==> src/design/audio_cfg.svh <==
/*
 project-wide constants for the audio playback path
 include wherever clock rate, accumulator width or FIFO size is needed
 the types live in the two audio packages
*/
`ifndef AUDIO_CFG_SVH
`define AUDIO_CFG_SVH

// audio clock in Hz, 40 ns period
`define AUDIO_CLK_HZ 25000000

// phase accumulator width of the sample tick generator
`define AUDIO_ACC_W 32

// sample FIFO size in words, keep it a power of two
`define AUDIO_FIFO_DEPTH 16
`define AUDIO_FIFO_AW 4 // log2 of the depth

`endif

==> src/design/audio_data_pkg.sv <==
/*
 sample data types shared by the FIFO and the DAC controller
 one FIFO word is read as a single 16-bit sample or as a pair of 8-bit samples
*/
package audio_data_pkg;

	// two 8-bit samples in one word, the first one played sits in the low byte
	typedef struct packed
	{
		logic [7:0] second; // upper byte, played on the odd tick
		logic [7:0] first; // lower byte, played first
	} pcm8_pair_t;

	// one FIFO word with its two decodings
	typedef union packed
	{
		logic [15:0] pcm16; // 16-bit unsigned sample
		pcm8_pair_t pcm8_pair; // two 8-bit unsigned samples
	} audio_word_u;

	// quantisation mode of the stream
	typedef enum logic
	{
		qtz_16 = 1'b0, // one sample per word
		qtz_8 = 1'b1 // two samples per word
	} qtz_mode_e;

endpackage

==> src/design/audio_ctrl_pkg.sv <==
/*
 control and status types of the playback subsystem
 rate codes, the run-time configuration struct and the status struct
 the configuration arrives as a level input on the top level
*/
package audio_ctrl_pkg;

	// standard sample rate codes
	typedef enum logic [2:0]
	{
		rate_8k = 3'd0,
		rate_16k = 3'd1,
		rate_22k05 = 3'd2, // 22.05 kHz
		rate_24k = 3'd3,
		rate_32k = 3'd4,
		rate_44k1 = 3'd5, // 44.1 kHz
		rate_47k25 = 3'd6, // 47.25 kHz
		rate_48k = 3'd7
	} sample_rate_e;

	// run-time playback configuration, 4 bits
	typedef struct packed
	{
		sample_rate_e rate; // tick rate of the generator
		audio_data_pkg::qtz_mode_e qtz_mode; // word layout of the stream
	} playback_cfg_t;

	// status seen from outside, 6 bits
	typedef struct packed
	{
		logic [4:0] fifo_level; // words held, 0 to 16
		logic underrun; // one-cycle pulse per missed sample
	} playback_status_t;

endpackage

==> src/design/audio_dac_ctrler.sv <==
/*
 DAC controller, one sample per tick into a 12-bit offset-binary code
 sequence is wait -> latch -> output, so dac_out moves two cycles after the tick
 16-bit mode reads a word per tick and keeps its upper 12 bits
 8-bit mode reads a word every other tick, first byte now and second byte next tick
 an empty FIFO at fetch time plays code 0 and pulses underrun
*/
`timescale 1ns/1ps

module audio_dac_ctrler
(
	input logic audio_clk,
	input logic audio_resetn,
	input logic sample_tick,
	input audio_data_pkg::qtz_mode_e qtz_mode, // level
	output logic fifo_ren,
	input logic fifo_empty,
	input audio_data_pkg::audio_word_u fifo_dout,
	output logic [11:0] dac_out,
	output logic underrun // one cycle, during latch
);

	import audio_data_pkg::*;

	logic [2:0] seq_onehot; // [0] wait, [1] latch, [2] output
	logic fifo_empty_d; // empty flag one cycle late, seen in latch
	logic pair_half; // second byte of a pair is pending
	logic [7:0] saved_second; // held second byte
	logic [11:0] hold_code; // converted sample waiting for output
	logic need_word; // this sample comes from the FIFO

	// a word is needed in 16-bit mode or at the start of a pair
	assign need_word = (qtz_mode == qtz_16) | ~pair_half;

	assign fifo_ren = seq_onehot[0] & sample_tick & need_word;

	// fetch missed, pulse while latching
	assign underrun = seq_onehot[1] & need_word & fifo_empty_d;

	// sequencer, only wait needs a tick to move
	always_ff @(posedge audio_clk or negedge audio_resetn)
	begin
		if (!audio_resetn)
			seq_onehot <= 3'b001;
		else if ((seq_onehot[0] & sample_tick) | ~seq_onehot[0])
			seq_onehot <= {seq_onehot[1:0], seq_onehot[2]}; // rotate
	end

	// empty as seen in the tick cycle
	always_ff @(posedge audio_clk or negedge audio_resetn)
	begin
		if (!audio_resetn)
			fifo_empty_d <= 1'b0;
		else
			fifo_empty_d <= fifo_empty;
	end

	// pair tracking, stays put on an underrun
	always_ff @(posedge audio_clk or negedge audio_resetn)
	begin
		if (!audio_resetn)
			pair_half <= 1'b0;
		else if (seq_onehot[1] && !underrun)
			pair_half <= (qtz_mode == qtz_8) & ~pair_half;
	end

	// latch stage, payload only
	always_ff @(posedge audio_clk)
	begin
		if (seq_onehot[1])
		begin
			if (underrun)
				hold_code <= 12'd0; // nothing to play
			else if (qtz_mode == qtz_16)
				hold_code <= fifo_dout.pcm16[15:4]; // top 12 bits
			else if (!pair_half)
			begin
				hold_code <= {fifo_dout.pcm8_pair.first, 4'd0};
				saved_second <= fifo_dout.pcm8_pair.second; // for the next tick
			end
			else
				hold_code <= {saved_second, 4'd0}; // no read this tick
		end
	end

	// DAC output register
	always_ff @(posedge audio_clk or negedge audio_resetn)
	begin
		if (!audio_resetn)
			dac_out <= 12'd0;
		else if (seq_onehot[2])
			dac_out <= hold_code;
	end

endmodule

==> src/design/audio_playback_top.sv <==
/*
 PCM playback subsystem top
 stream words go through the sample FIFO to the DAC controller
 the tick generator sets the pace from cfg.rate
 status carries the FIFO level and the underrun pulse
*/
`timescale 1ns/1ps

module audio_playback_top
(
	input logic audio_clk,
	input logic audio_resetn,
	input audio_ctrl_pkg::playback_cfg_t cfg, // rate and mode, level
	input logic in_valid,
	input audio_data_pkg::audio_word_u in_data,
	output logic in_ready,
	output logic [11:0] dac_out,
	output audio_ctrl_pkg::playback_status_t status
);

	import audio_data_pkg::*;

	logic sample_tick; // generator to controller
	logic fifo_ren;
	logic fifo_empty;
	audio_word_u fifo_dout;
	logic [4:0] fifo_level;
	logic underrun;

	audio_sample_gen u_sample_gen
	(
		.audio_clk(audio_clk),
		.audio_resetn(audio_resetn),
		.rate(cfg.rate),
		.sample_tick(sample_tick)
	);

	audio_sample_fifo u_fifo
	(
		.audio_clk(audio_clk),
		.audio_resetn(audio_resetn),
		.in_valid(in_valid),
		.in_data(in_data),
		.in_ready(in_ready),
		.fifo_ren(fifo_ren),
		.fifo_empty(fifo_empty),
		.fifo_dout(fifo_dout),
		.fifo_level(fifo_level)
	);

	audio_dac_ctrler u_dac_ctrler
	(
		.audio_clk(audio_clk),
		.audio_resetn(audio_resetn),
		.sample_tick(sample_tick),
		.qtz_mode(cfg.qtz_mode),
		.fifo_ren(fifo_ren),
		.fifo_empty(fifo_empty),
		.fifo_dout(fifo_dout),
		.dac_out(dac_out),
		.underrun(underrun)
	);

	assign status.fifo_level = fifo_level;
	assign status.underrun = underrun;

endmodule

==> src/design/audio_sample_fifo.sv <==
/*
 sample word FIFO between the stream input and the DAC controller
 write side is valid/ready, in_ready drops while all words are taken
 read side is read enable plus empty, read data shows up one cycle
 after an enable that found the FIFO non-empty
*/
`timescale 1ns/1ps
`include "audio_cfg.svh"

module audio_sample_fifo
(
	input logic audio_clk,
	input logic audio_resetn,
	input logic in_valid,
	input audio_data_pkg::audio_word_u in_data,
	output logic in_ready, // not full
	input logic fifo_ren,
	output logic fifo_empty,
	output audio_data_pkg::audio_word_u fifo_dout, // registered read data
	output logic [4:0] fifo_level // words held
);

	import audio_data_pkg::*;

	audio_word_u mem [`AUDIO_FIFO_DEPTH]; // storage, no reset
	logic [`AUDIO_FIFO_AW-1:0] wr_ptr; // wraps with the depth
	logic [`AUDIO_FIFO_AW-1:0] rd_ptr;
	logic [`AUDIO_FIFO_AW:0] count; // 0 to depth
	logic wr_en;
	logic rd_en;

	assign in_ready = (count != `AUDIO_FIFO_DEPTH);
	assign fifo_empty = (count == '0);
	assign fifo_level = count;

	assign wr_en = in_valid & in_ready; // handshake
	assign rd_en = fifo_ren & ~fifo_empty; // enable on empty is dropped

	// storage and read data
	always_ff @(posedge audio_clk)
	begin
		if (wr_en)
			mem[wr_ptr] <= in_data;
		if (rd_en)
			fifo_dout <= mem[rd_ptr]; // valid one cycle later
	end

	// pointers and occupancy
	always_ff @(posedge audio_clk or negedge audio_resetn)
	begin
		if (!audio_resetn)
		begin
			wr_ptr <= '0;
			rd_ptr <= '0;
			count <= '0;
		end
		else
		begin
			if (wr_en)
				wr_ptr <= wr_ptr + 1'b1;
			if (rd_en)
				rd_ptr <= rd_ptr + 1'b1;
			if (wr_en && !rd_en)
				count <= count + 1'b1;
			else if (rd_en && !wr_en)
				count <= count - 1'b1;
			// write and read together keep the level
		end
	end

endmodule

==> src/design/audio_sample_gen.sv <==
/*
 sample tick generator for the DAC path
 a phase accumulator adds a rate-dependent increment every audio clock
 each carry out of the accumulator gives one sample_tick pulse one cycle wide
 fractional rates keep the right long-run average without a divider
*/
`timescale 1ns/1ps
`include "audio_cfg.svh"

module audio_sample_gen
(
	input logic audio_clk,
	input logic audio_resetn,
	input audio_ctrl_pkg::sample_rate_e rate, // rate code, level
	output logic sample_tick // one cycle per sample
);

	import audio_ctrl_pkg::*;

	// inc = rate * 2^W / f_clk, fraction dropped
	function automatic logic [`AUDIO_ACC_W-1:0] phase_inc(input longint unsigned rate_hz);
		longint unsigned scaled;
		scaled = (rate_hz << `AUDIO_ACC_W) / `AUDIO_CLK_HZ;
		return scaled[`AUDIO_ACC_W-1:0];
	endfunction

	localparam logic [`AUDIO_ACC_W-1:0] inc_8k = phase_inc(8000);
	localparam logic [`AUDIO_ACC_W-1:0] inc_16k = phase_inc(16000);
	localparam logic [`AUDIO_ACC_W-1:0] inc_22k05 = phase_inc(22050);
	localparam logic [`AUDIO_ACC_W-1:0] inc_24k = phase_inc(24000);
	localparam logic [`AUDIO_ACC_W-1:0] inc_32k = phase_inc(32000);
	localparam logic [`AUDIO_ACC_W-1:0] inc_44k1 = phase_inc(44100);
	localparam logic [`AUDIO_ACC_W-1:0] inc_47k25 = phase_inc(47250);
	localparam logic [`AUDIO_ACC_W-1:0] inc_48k = phase_inc(48000);

	logic [`AUDIO_ACC_W-1:0] inc; // increment for the current rate
	logic [`AUDIO_ACC_W-1:0] acc; // phase
	logic [`AUDIO_ACC_W:0] acc_sum; // phase plus increment with carry

	// rate table, a new code is used by the very next addition
	always_comb
	begin
		case (rate)
			rate_8k: inc = inc_8k;
			rate_16k: inc = inc_16k;
			rate_22k05: inc = inc_22k05;
			rate_24k: inc = inc_24k;
			rate_32k: inc = inc_32k;
			rate_44k1: inc = inc_44k1;
			rate_47k25: inc = inc_47k25;
			rate_48k: inc = inc_48k;
			default: inc = inc_8k; // unreachable with a 3-bit code
		endcase
	end

	assign acc_sum = {1'b0, acc} + {1'b0, inc};

	// accumulator and registered carry
	always_ff @(posedge audio_clk or negedge audio_resetn)
	begin
		if (!audio_resetn)
		begin
			acc <= '0; // phase starts at zero
			sample_tick <= 1'b0;
		end
		else
		begin
			acc <= acc_sum[`AUDIO_ACC_W-1:0]; // wraps modulo 2^W
			sample_tick <= acc_sum[`AUDIO_ACC_W]; // high in the cycle after a wrap
		end
	end

endmodule

==> config.mk <==
export PLATFORM = sky130hd
export DESIGN_NAME = audio_playback_top
export DESIGN_NICKNAME = d
export VERILOG_FILES = /design/src/design/audio_data_pkg.sv /design/src/design/audio_ctrl_pkg.sv /design/src/design/audio_dac_ctrler.sv /design/src/design/audio_playback_top.sv /design/src/design/audio_sample_fifo.sv /design/src/design/audio_sample_gen.sv
export VERILOG_INCLUDE_DIRS = /design/src /design/src/design
export SDC_FILE = /design/constraint.sdc
export NUM_CORES = 1
export LEC_CHECK = 0
export ABC_AREA = 1
export BUFFER_PORTS_ARGS = -buffer_cell sky130_fd_sc_hd__buf_2
export CORE_AREA = 2 2 276 223
export CTS_BUF_LIST = sky130_fd_sc_hd__clkbuf_4
export DETAILED_ROUTE_END_ITERATION = 10
export DIE_AREA = 0 0 278 225
export PLACE_DENSITY_LB_ADDON = 0.2
export SETUP_SLACK_MARGIN = 0.05
export SLEW_MARGIN = 20
export SYNTH_ARGS = -nofsm -noshare
export SYNTH_HDL_FRONTEND = slang
export SYNTH_SLANG_ARGS = --single-unit
==> constraint.sdc <==
create_clock -name audio_clk -period 3 [get_ports audio_clk]
set_input_delay 0.75 -clock audio_clk [delete_from_list [all_inputs] [get_ports audio_clk]]
set_output_delay 0.75 -clock audio_clk [all_outputs]
set_load 0.02 [all_outputs]
==> metrics.txt, run 1 <==
CP Data Arrival Time=1.99 ns; Tcrit/Tclk final=about nine tenths; critical path endpoint category=output pin; Compound-Gate Fraction of Synth Area=8.79%; Boundary Pins=42; Vias/cell=4.44; WL met3=about 2100 µm; dpl ws=-0.0202 ns; Initial Utilization=26.9%; Crit Path Max Fanout=5; Die Area=approximately 63000 µm²; share of the synthesized area in the top cell type=54.7%; Synth Area in XOR/XNOR=1.15%; WP data required=~2.3 ns; Die X=approximately 280 µm; CTS buffer count=96; Fmax=366 MHz; DP Area=around 17000 µm²; setup ws final=0.265 ns; # Max-Cap Violations=0; FILL cells=roughly 6200; Worst-path clk slew=0.07 ns; Post-synth ARST share=between 10% and 20%; cell area after synthesis=16000 µm²; Cell Pwr Density=approximately 670 nW/µm²; Worst Setup EP=in_ready; Total Routed Length=~42000 µm; largest family of logic cells by synthesized area=simple AND/OR/NAND/NOR gates; endpoints failing setup=0; largest area contributor in the netlist=edfxtp_1; area grow syn2layout=16.3%; Worst-Skew Late Latency=0.83 ns; Congestion Overflow GR=0; sequential area share after synthesis=64.5%; Slew Limit Fails=0; TritonCTS clock tree=built; Rel. slew slack=about a third; worst hold path class=input port to flip-flop; largest net degree at the start of global routing=83; Post-Syn Area per Cell=10.4 µm²; Vias=roughly 11000; Synth area leaders=edfxtp_1 (55%), dfrtp_1 (9.7%), nand2_1 (7.9%), nor2_1 (5.7%), o21ai_0 (3.4%); Final Hold Viols=0; DR iter-0 viols=between 800 and 900; DRC=0; share of layout cells above drive strength 1=about 17%; Synth warnings=0; RSZ-0062 raised after global routing=false; Synth Area in Adders=under 10%; initial antenna violation count=5; first-pass GRT wire length=around 66000 µm; design area=18700 µm²; Crit. Startpoint=u_fifo.fifo_level[0]; Synthesized Nets=1612; CTS HTree Levels=3; CTS sink cnt=355; top-count cell post-synth=nand2_1; overall routing resource usage=about 14%; Post-synth EDFFs=approximately 290; Simple-Gate Fraction of Synth Area=roughly 17%; Mapped Cells=1548; Antenna Violating Nets Remaining=0; Min Hold Slack=0.305 ns; Worst R2R Setup Slack=approximately 0.3 ns; Final min period=2.74 ns; CTS Root Cell=clkbuf_4; clock tree buffer depth=3; metal2 WL=about 18000 µm; critical path class=flip-flop to output pin; synth cell count leaders=nand2_1 (336), edfxtp_1 (292), nor2_1 (242), inv_1 (136), o21ai_0 (110); Avg WL per Cell=between 15 and 20 µm; core area=~60000 µm²; total design power=12.4 mW; WL met1=between 20000 and 25000 µm; Die Ht=between 200 and 250 µm; final layout net count=~1700; slew of the pin with the lowest slew margin=0.970 ns; Reg2Reg Depth=12; status=complete, no violations; worst r2r src=u_fifo.fifo_level[0]; clock skew=0.0668 ns; FF-to-FF End=u_fifo.fifo_level[3]; crit start category=flip-flop; dpl hpwl=26600 µm; Leak Pwr=between 7 and 8 nW; vias in the first global route=about 11000; DRT Pass-1 Iters=6; # rows=80; Top FF cell, synth=edfxtp_1; mux contribution to synthesized area=0%; Worst VDD drop=roughly 0.26 mV; top sig layer=met4; Synth Register Bits=355; Post-Route Setup TNS=0 ns; GP Congestion=just over 0.8; Buffers on Ports=41; Yosys cell types=35
## critical path, stage by stage (launching register included)
cell	delay, ns
dfrtp_1	0.45
nor4_1	0.42
nand2_1	0.12
buf_2	0.18
## registers in the layout, indices dropped and copies added, names as in the netlist
signal and flops:
u_fifo.fifo_dout 16, u_fifo.mem 256, u_dac_ctrler.seq_onehot 3, u_dac_ctrler.saved_second 8
u_dac_ctrler.hold_code 12, u_fifo.fifo_level 5, u_sample_gen.acc 32, u_dac_ctrler.dac_out 12
u_dac_ctrler.fifo_empty_d 1, u_sample_gen.sample_tick 1, u_fifo.rd_ptr 4, u_fifo.wr_ptr 4
u_dac_ctrler.pair_half 1
## layer usage
metal  vias to the layer above  global-route usage, %
met5                         -                      0
li1                       5555                      -
met3                        78                   3.31
met2                       258                   20.0
met4                         0                   4.31
met1                      5364                   20.2
## cell usage in the layout (no fill, tap or decap), types with 19 or more instances in the layout
| cell type | count |
|---|---|
| buf_2 | 40 |
| nand3_1 | 62 |
| nor2_2 | 26 |
| nor2_1 | 226 |
| inv_1 | 135 |
| o21ai_1 | 44 |
| a21oi_1 | 24 |
| clkbuf_4 | 147 |
| nand2_1 | 336 |
| o21ai_0 | 110 |
| o211ai_1 | 64 |
| ha_1 | 39 |
| clkinv_1 | 19 |
| dfrtp_1 | 59 |
| buf_4 | 42 |
| edfxtp_1 | 292 |
## what timing repair did
action | in CTS | in global routing
setup buffers | 0 | 1
cloned | 0 | 0
endpoints found under the setup margin | 1 | 1
hold endpoints to repair | 43 | 0
resized for setup | 2 | 1
hold buffers | 1 | 0
## worst min-delay path by stage
| stage | startpoint | slack (ns) | end | cells after the start |
|---|---|---|---|---|
| after floorplan | u_dac_ctrler.hold_code[0] | 0.43 | u_dac_ctrler.dac_out[0] | 2 |
| after CTS | in_data[10] | 0.21 | u_fifo.mem[0][10] | 1 |
| after global routing | in_data[8] | 0.20 | u_fifo.mem[4][8] | 1 |
| after detailed placement | u_dac_ctrler.hold_code[2] | 0.44 | u_dac_ctrler.dac_out[2] | 2 |
| after global placement | u_dac_ctrler.hold_code[8] | 0.44 | u_dac_ctrler.dac_out[8] | 2 |
| final | in_data[8] | 0.31 | u_fifo.mem[4][8] | 1 |
## where the power goes
part	switching, mW	internal (mW)	leakage, nW
registers	0.172	5.55	3.41
clock network	2.08	2.39	0.754
logic	1.50	0.728	3.34
total	3.74	8.67	7.50
## per-stage QoR
step	utilization [%]	instances
3_3_place_gp	29.1	2355
6_report	31.3	2534
2_1_floorplan	-	1548
3_5_place_dp	29.1	2355
5_1_grt	31.3	2534
4_1_cts	31.3	2528
## layout make-up
class / instances / area [µm²] / share of cell area [%]
inverter: 153 / 577 / 3.09
sequential: 355 / 10400 / 55.5
timing repair buffer: 88 / 626 / 3.35
clock inverter: 25 / 154 / 0.825
clock buffer: 147 / 1100 / 5.92
tap: 779 / 975 / 5.23
antenna: 5 / 12.5 / 0.0671
multi-input combinational: 982 / 4850 / 26.0
## cells by family (layout without fill, tap and decap cells)
kind of cell | count (synthesis) | count (layout)
simple gates | 673 | 673
flops | 355 | 355
compound gates | 247 | 247
buf+inv | 211 | 413
fa+ha+maj | 41 | 41
xor+xnor | 21 | 21
other cells | 0 | 5
Power figures use the tool's default switching activity.
==> run 2: changes to the inputs <==
BUFFER_PORTS_ARGS = default   (was -buffer_cell sky130_fd_sc_hd__buf_2)
DONT_BUFFER_PORTS = 1   (was default)
==> metrics.txt, run 2 (same netlist as run 1, synthesis figures left out) <==
DP Area=17100 µm²; endpoints failing setup=0; Final min period=~2.7 ns; max FFs per register=about 260; Layout Utilization=roughly 31%; TritonCTS clock tree=built; share of layout cells above drive strength 1=14.6%; Worst VDD drop=roughly 0.28 mV; Reg2Reg Depth=12; Seq pwr share=46.1%; final layout net count=1713; Psw=3.69 mW; commonest non-fill, non-tap cell in the layout=nand2_1; Largest delay share family, worst path=flip-flops; CTS sink cnt=around 360; Buf+Inv Stages, Crit Path=1; DRT Pass-1 Iters=5; CTS buffer count=between 90 and 100; Die X=~280 µm; Fmax=365 MHz; slew of the pin with the lowest slew margin=~0.92 ns; Hold Path Stages=2; Avg WL per Cell=~17 µm; status=complete, no violations; Worst R2R Setup Slack=around 0.42 ns; design area=around 19000 µm²; Cell Pwr Density=between 600 and 700 nW/µm²; CTS Root Cell=clkbuf_4; DR iter-0 viols=894; Sw Ratio=between 20 and 30%; Die Ht=roughly 230 µm; Antenna Violating Nets Remaining=0; Tcrit/Tclk final=between 90% and 100%; largest net degree at the start of global routing=between 70 and 80; Initial Utilization=roughly 27%; DRC=0; Vias=approximately 11000; WP data required=2.25 ns; Boundary Pins=42; area grow syn2layout=16.0%; clock skew=roughly 0.065 ns; Logic pwr share=approximately 18%; GP Congestion=just over 0.8; Rel. slew slack=slightly below 40%; CP Data Arrival Time=1.99 ns; Worst-path clk slew=about 0.07 ns; Leak Pwr=7.38 nW; worst hold path class=input port to flip-flop; Largest stage delay, worst path=around 0.4 ns; Worst-Skew Late Latency=about 0.84 ns; Die Area=about 63000 µm²; hold path start=in_valid; vias in the first global route=~11000; Power Internal=8.71 mW; first-pass GRT wire length=~66000 µm; clock tree buffer depth=3; # Max-Cap Violations=0; core area=59600 µm²; crit start category=flip-flop; Vias/cell=~4.4; RSZ-0062 raised after global routing=false; critical path class=flip-flop to output pin; # rows=80; Final Hold Viols=0; leading registers by flop count=u_fifo.mem (256), u_sample_gen.acc (32), u_fifo.fifo_dout (16); overall routing resource usage=13.8%; Total Routed Length=about 43000 µm; most frequent cells in the layout=nand2_1 (336), edfxtp_1 (292), nor2_1 (226); Slew Limit Fails=0; Worst path slowest cell=dfrtp_1; Congestion Overflow GR=0; FF-to-FF End=u_fifo.fifo_level[4]; Cell Chain, Critical Path=nand2_1, nand3_1, inv_1; initial antenna violation count=8; hold path endpoint=u_fifo.wr_ptr[0]; Crit Path Max Fanout=9; Buffers on Ports=0; dpl hpwl=~27000 µm; critical path endpoint category=output pin; Clock power frac=36.3%; CTS HTree Levels=3; Min Hold Slack=~0.16 ns; Top reg by flops=u_fifo.mem; worst r2r src=u_fifo.fifo_level[0]
==> run 2: power by group through the flow <==
stage | Combinational [mW] | Sequential, mW | Clock (mW)
floorplan | 1.65 | 5.73 | 0
global placement | 2.07 | 5.82 | 0
detailed placement | 2.10 | 5.81 | 0
CTS | 2.20 | 5.71 | 4.69
global route | 2.53 | 5.73 | 4.92
finish | 2.19 | 5.71 | 4.50
==> run 2: repair_timing <==
item,CTS,global route
endpoints found under the setup margin,0,1
hold buffers,18,0
buffers inserted,0,0
endpoints found under the hold margin,319,0
gates resized for setup,0,1
==> run 2: worst max-delay path by stage <==
| stage | startpoint | end | slack [ns] | depth (start not counted) |
|---|---|---|---|---|
| 2_1_floorplan | cfg[3] | u_sample_gen.acc[24] | 0.38 | 14 |
| 3_3_place_gp | cfg[0] | u_fifo.fifo_level[4] | -0.03 | 13 |
| 3_5_place_dp | cfg[0] | u_fifo.fifo_level[4] | -0.05 | 13 |
| 4_1_cts | u_dac_ctrler.pair_half | status[0] | 0.11 | 3 |
| 5_1_grt | u_dac_ctrler.pair_half | status[0] | 0.10 | 3 |
| 6_report | u_dac_ctrler.pair_half | status[0] | 0.26 | 3 |
==> run 2: metrics by stage <==
step / std cells / setup slack [ns] / total power [mW] / setup TNS, ns
final: 2503 / 0.261 / 12.4 / 0
after global routing: 2503 / 0.104 / 13.2 / 0
after CTS: 2500 / 0.111 / 12.6 / 0
after detailed placement: 2313 / -0.0495 / 7.91 / -0.0931
after global placement: 2313 / -0.0329 / 7.88 / -0.0329
after floorplan: 1548 / 0.380 / 7.37 / 0
==> run 2: layout make-up <==
cell class	instances	area [µm²]
clock buffer	151	1130
tap	779	975
clock inverter	18	129
multi-input combinational	982	4850
antenna	3	7.51
fill	6067	41000
sequential	355	10400
inverter	153	577
timing repair buffer	62	578
==> run 2: layer usage <==
layer | vias up | wire (µm) | track usage (%)
met5 | - | 38 | 0
li1 | 5499 | - | -
met2 | 237 | 17900 | 19.9
met3 | 71 | 2330 | 3.71
met4 | 6 | 821 | 4.38
met1 | 5317 | 21900 | 20.1
==> run 3: changes to the inputs <==
RECOVER_POWER = 25   (was default)
==> metrics.txt, run 3 (same netlist as run 1, synthesis figures left out) <==
Vias=between 10000 and 15000; first-pass GRT wire length=65600 µm; Total Routed Length=around 43000 µm; share of layout cells above drive strength 1=around 15%; Congestion Overflow GR=0; GP Congestion=approximately 0.82; CTS sink cnt=between 300 and 400; failing checks=max-capacitance violations, max-slew violations; CTS buffer count=95; WP data required=2.25 ns; total design power=12.4 mW; Cell Chain, Critical Path=nand2_1, nand3_1, inv_1; DR iter-0 viols=935; largest net degree at the start of global routing=71; CP Data Arrival Time=a little under 2 ns; DP Area=around 17000 µm²; Die Ht=225 µm; Largest stage delay, worst path=around 0.4 ns; clock tree buffer depth=3; Slew Limit Fails=between 60 and 70; dpl hpwl=around 27000 µm; max FFs per register=~260; DRC=0; Top reg by flops=u_fifo.mem; area grow syn2layout=15.8%; worst hold path class=input port to flip-flop; Levels on crit path=3; endpoints failing setup=0; critical path class=flip-flop to output pin; most frequent cells in the layout=nand2_1 (336), edfxtp_1 (292), nor2_1 (226); gr busiest metal=met1; slew of the pin with the lowest slew margin=about 1.8 ns; commonest non-fill, non-tap cell in the layout=nand2_1; # Max-Cap Violations=1; Die X=roughly 280 µm; initial antenna violation count=8; Buffers on Ports=0; # rows=80; Hold Path Stages=2; Largest delay share family, worst path=flip-flops; Leak Pwr=7.37 nW; Fmax=~370 MHz; Post-Route Setup TNS=0 ns; design area=between 15000 and 20000 µm²; Worst-Skew Late Latency=around 0.84 ns; Rel. slew slack=-17.4%; core area=59600 µm²; critical path endpoint category=output pin; FILL cells=around 6100; Worst VDD drop=between 0.2 and 0.3 mV; final layout net count=1713; Boundary Pins=between 40 and 50; Reg2Reg Depth=12; Die Area=~63000 µm²; Crit Path Max Fanout=9; Setup Buffers After CTS=0; Worst-path clk slew=roughly 0.07 ns; Final min period=2.74 ns; Antenna Violating Nets Remaining=0; RSZ-0062 raised after global routing=false; GRT met3 Usage=~3.7%; crit start category=flip-flop; TritonCTS clock tree=built; overall routing resource usage=~14%; Final Hold Viols=0; vias in the first global route=10900; Tcrit/Tclk final=91.3%; Min Hold Slack=0.160 ns; Worst path slowest cell=dfrtp_1; Buf+Inv Stages, Crit Path=1; DRT Pass-1 Iters=5; met1 usage=20.1%; routing usage on met2=around 20%; Vias/cell=4.45; leading registers by flop count=u_fifo.mem (256), u_sample_gen.acc (32), u_fifo.fifo_dout (16); status=finished with violations; CTS HTree Levels=3; Initial Utilization=~27%; CTS Root Cell=clkbuf_4; Cell Pwr Density=668 nW/µm²; clock skew=about 0.063 ns; Avg WL per Cell=about 17 µm
run 3: cell types whose count changed in the layout (fill, tap and decap cells not counted), sizes merged:
cell,delta
clkbuf,+2
buf,-2
run 3: metrics by stage:
stage / setup WS (ns) / util (%) / std cells
CTS: 0.111 / 31.2 / 2500
detailed placement: -0.0495 / 28.8 / 2313
floorplan: 0.380 / - / 1548
finish: 0.262 / 31.2 / 2503
global placement: -0.0329 / 28.8 / 2313
global route: 0.104 / 31.2 / 2503
run 3: path summary, 6_finish.rpt:
path / startpoint / endpoint / slack [ns]
hold reg to reg: u_fifo.fifo_dout[13] / u_dac_ctrler.saved_second[5] / 0.42
min in group asynchronous: audio_resetn / u_sample_gen.acc[4] / 0.93
max in group asynchronous: audio_resetn / u_fifo.rd_ptr[1] / 0.76
hold / removal: in_valid / u_fifo.wr_ptr[0] / 0.16
setup reg to reg: u_fifo.fifo_level[0] / u_fifo.fifo_level[4] / 0.44
setup / recovery: u_dac_ctrler.pair_half / status[0] / 0.26
run 3: worst reg2reg max path: stages, from the launching register on:
cell	delay [ns]
dfrtp_1	0.39
nor4_1	0.41
nand2_1	0.14
nand2_1	0.18
ha_1	0.22
inv_1	0.11
fa_1	0.40
nand2_1	0.11
nand2_1	0.06
a21oi_1	0.15
xor2_1	0.17
nand2_1	0.06
o21ai_0	0.08
run 3: per-layer routing:
metal	share of wire [%]	vias up
met5	0.089	-
met4	2.0	6
met3	5.8	77
met2	42	262
met1	50	5289
li1	-	5504
run 3: layout make-up:
cell class / instances / area, µm² / share of cell area, %
Antenna cell: 3 / 7.51 / 0.0404
Sequential cell: 355 / 10400 / 55.7
Inverter: 153 / 577 / 3.10
Clock inverter: 18 / 129 / 0.694
Clock buffer: 151 / 1130 / 6.10
Timing Repair Buffer: 62 / 552 / 2.97
Multi-Input combinational cell: 982 / 4850 / 26.1
Tap cell: 779 / 975 / 5.25
run 3: where the power goes:
group	switching [mW]	leakage, nW	internal [mW]	total (mW)
combinational	1.47	3.21	0.723	2.19
sequential	0.163	3.41	5.55	5.71
clock	2.07	0.753	2.44	4.50
total	3.70	7.37	8.71	12.4
run 3: repair_timing:
| item | in CTS | in global routing |
|---|---|---|
| resized for setup | 0 | 1 |
| hold buffers | 18 | 0 |
| endpoints found under the setup margin | 0 | 1 |
| hold endpoints to repair | 319 | 0 |
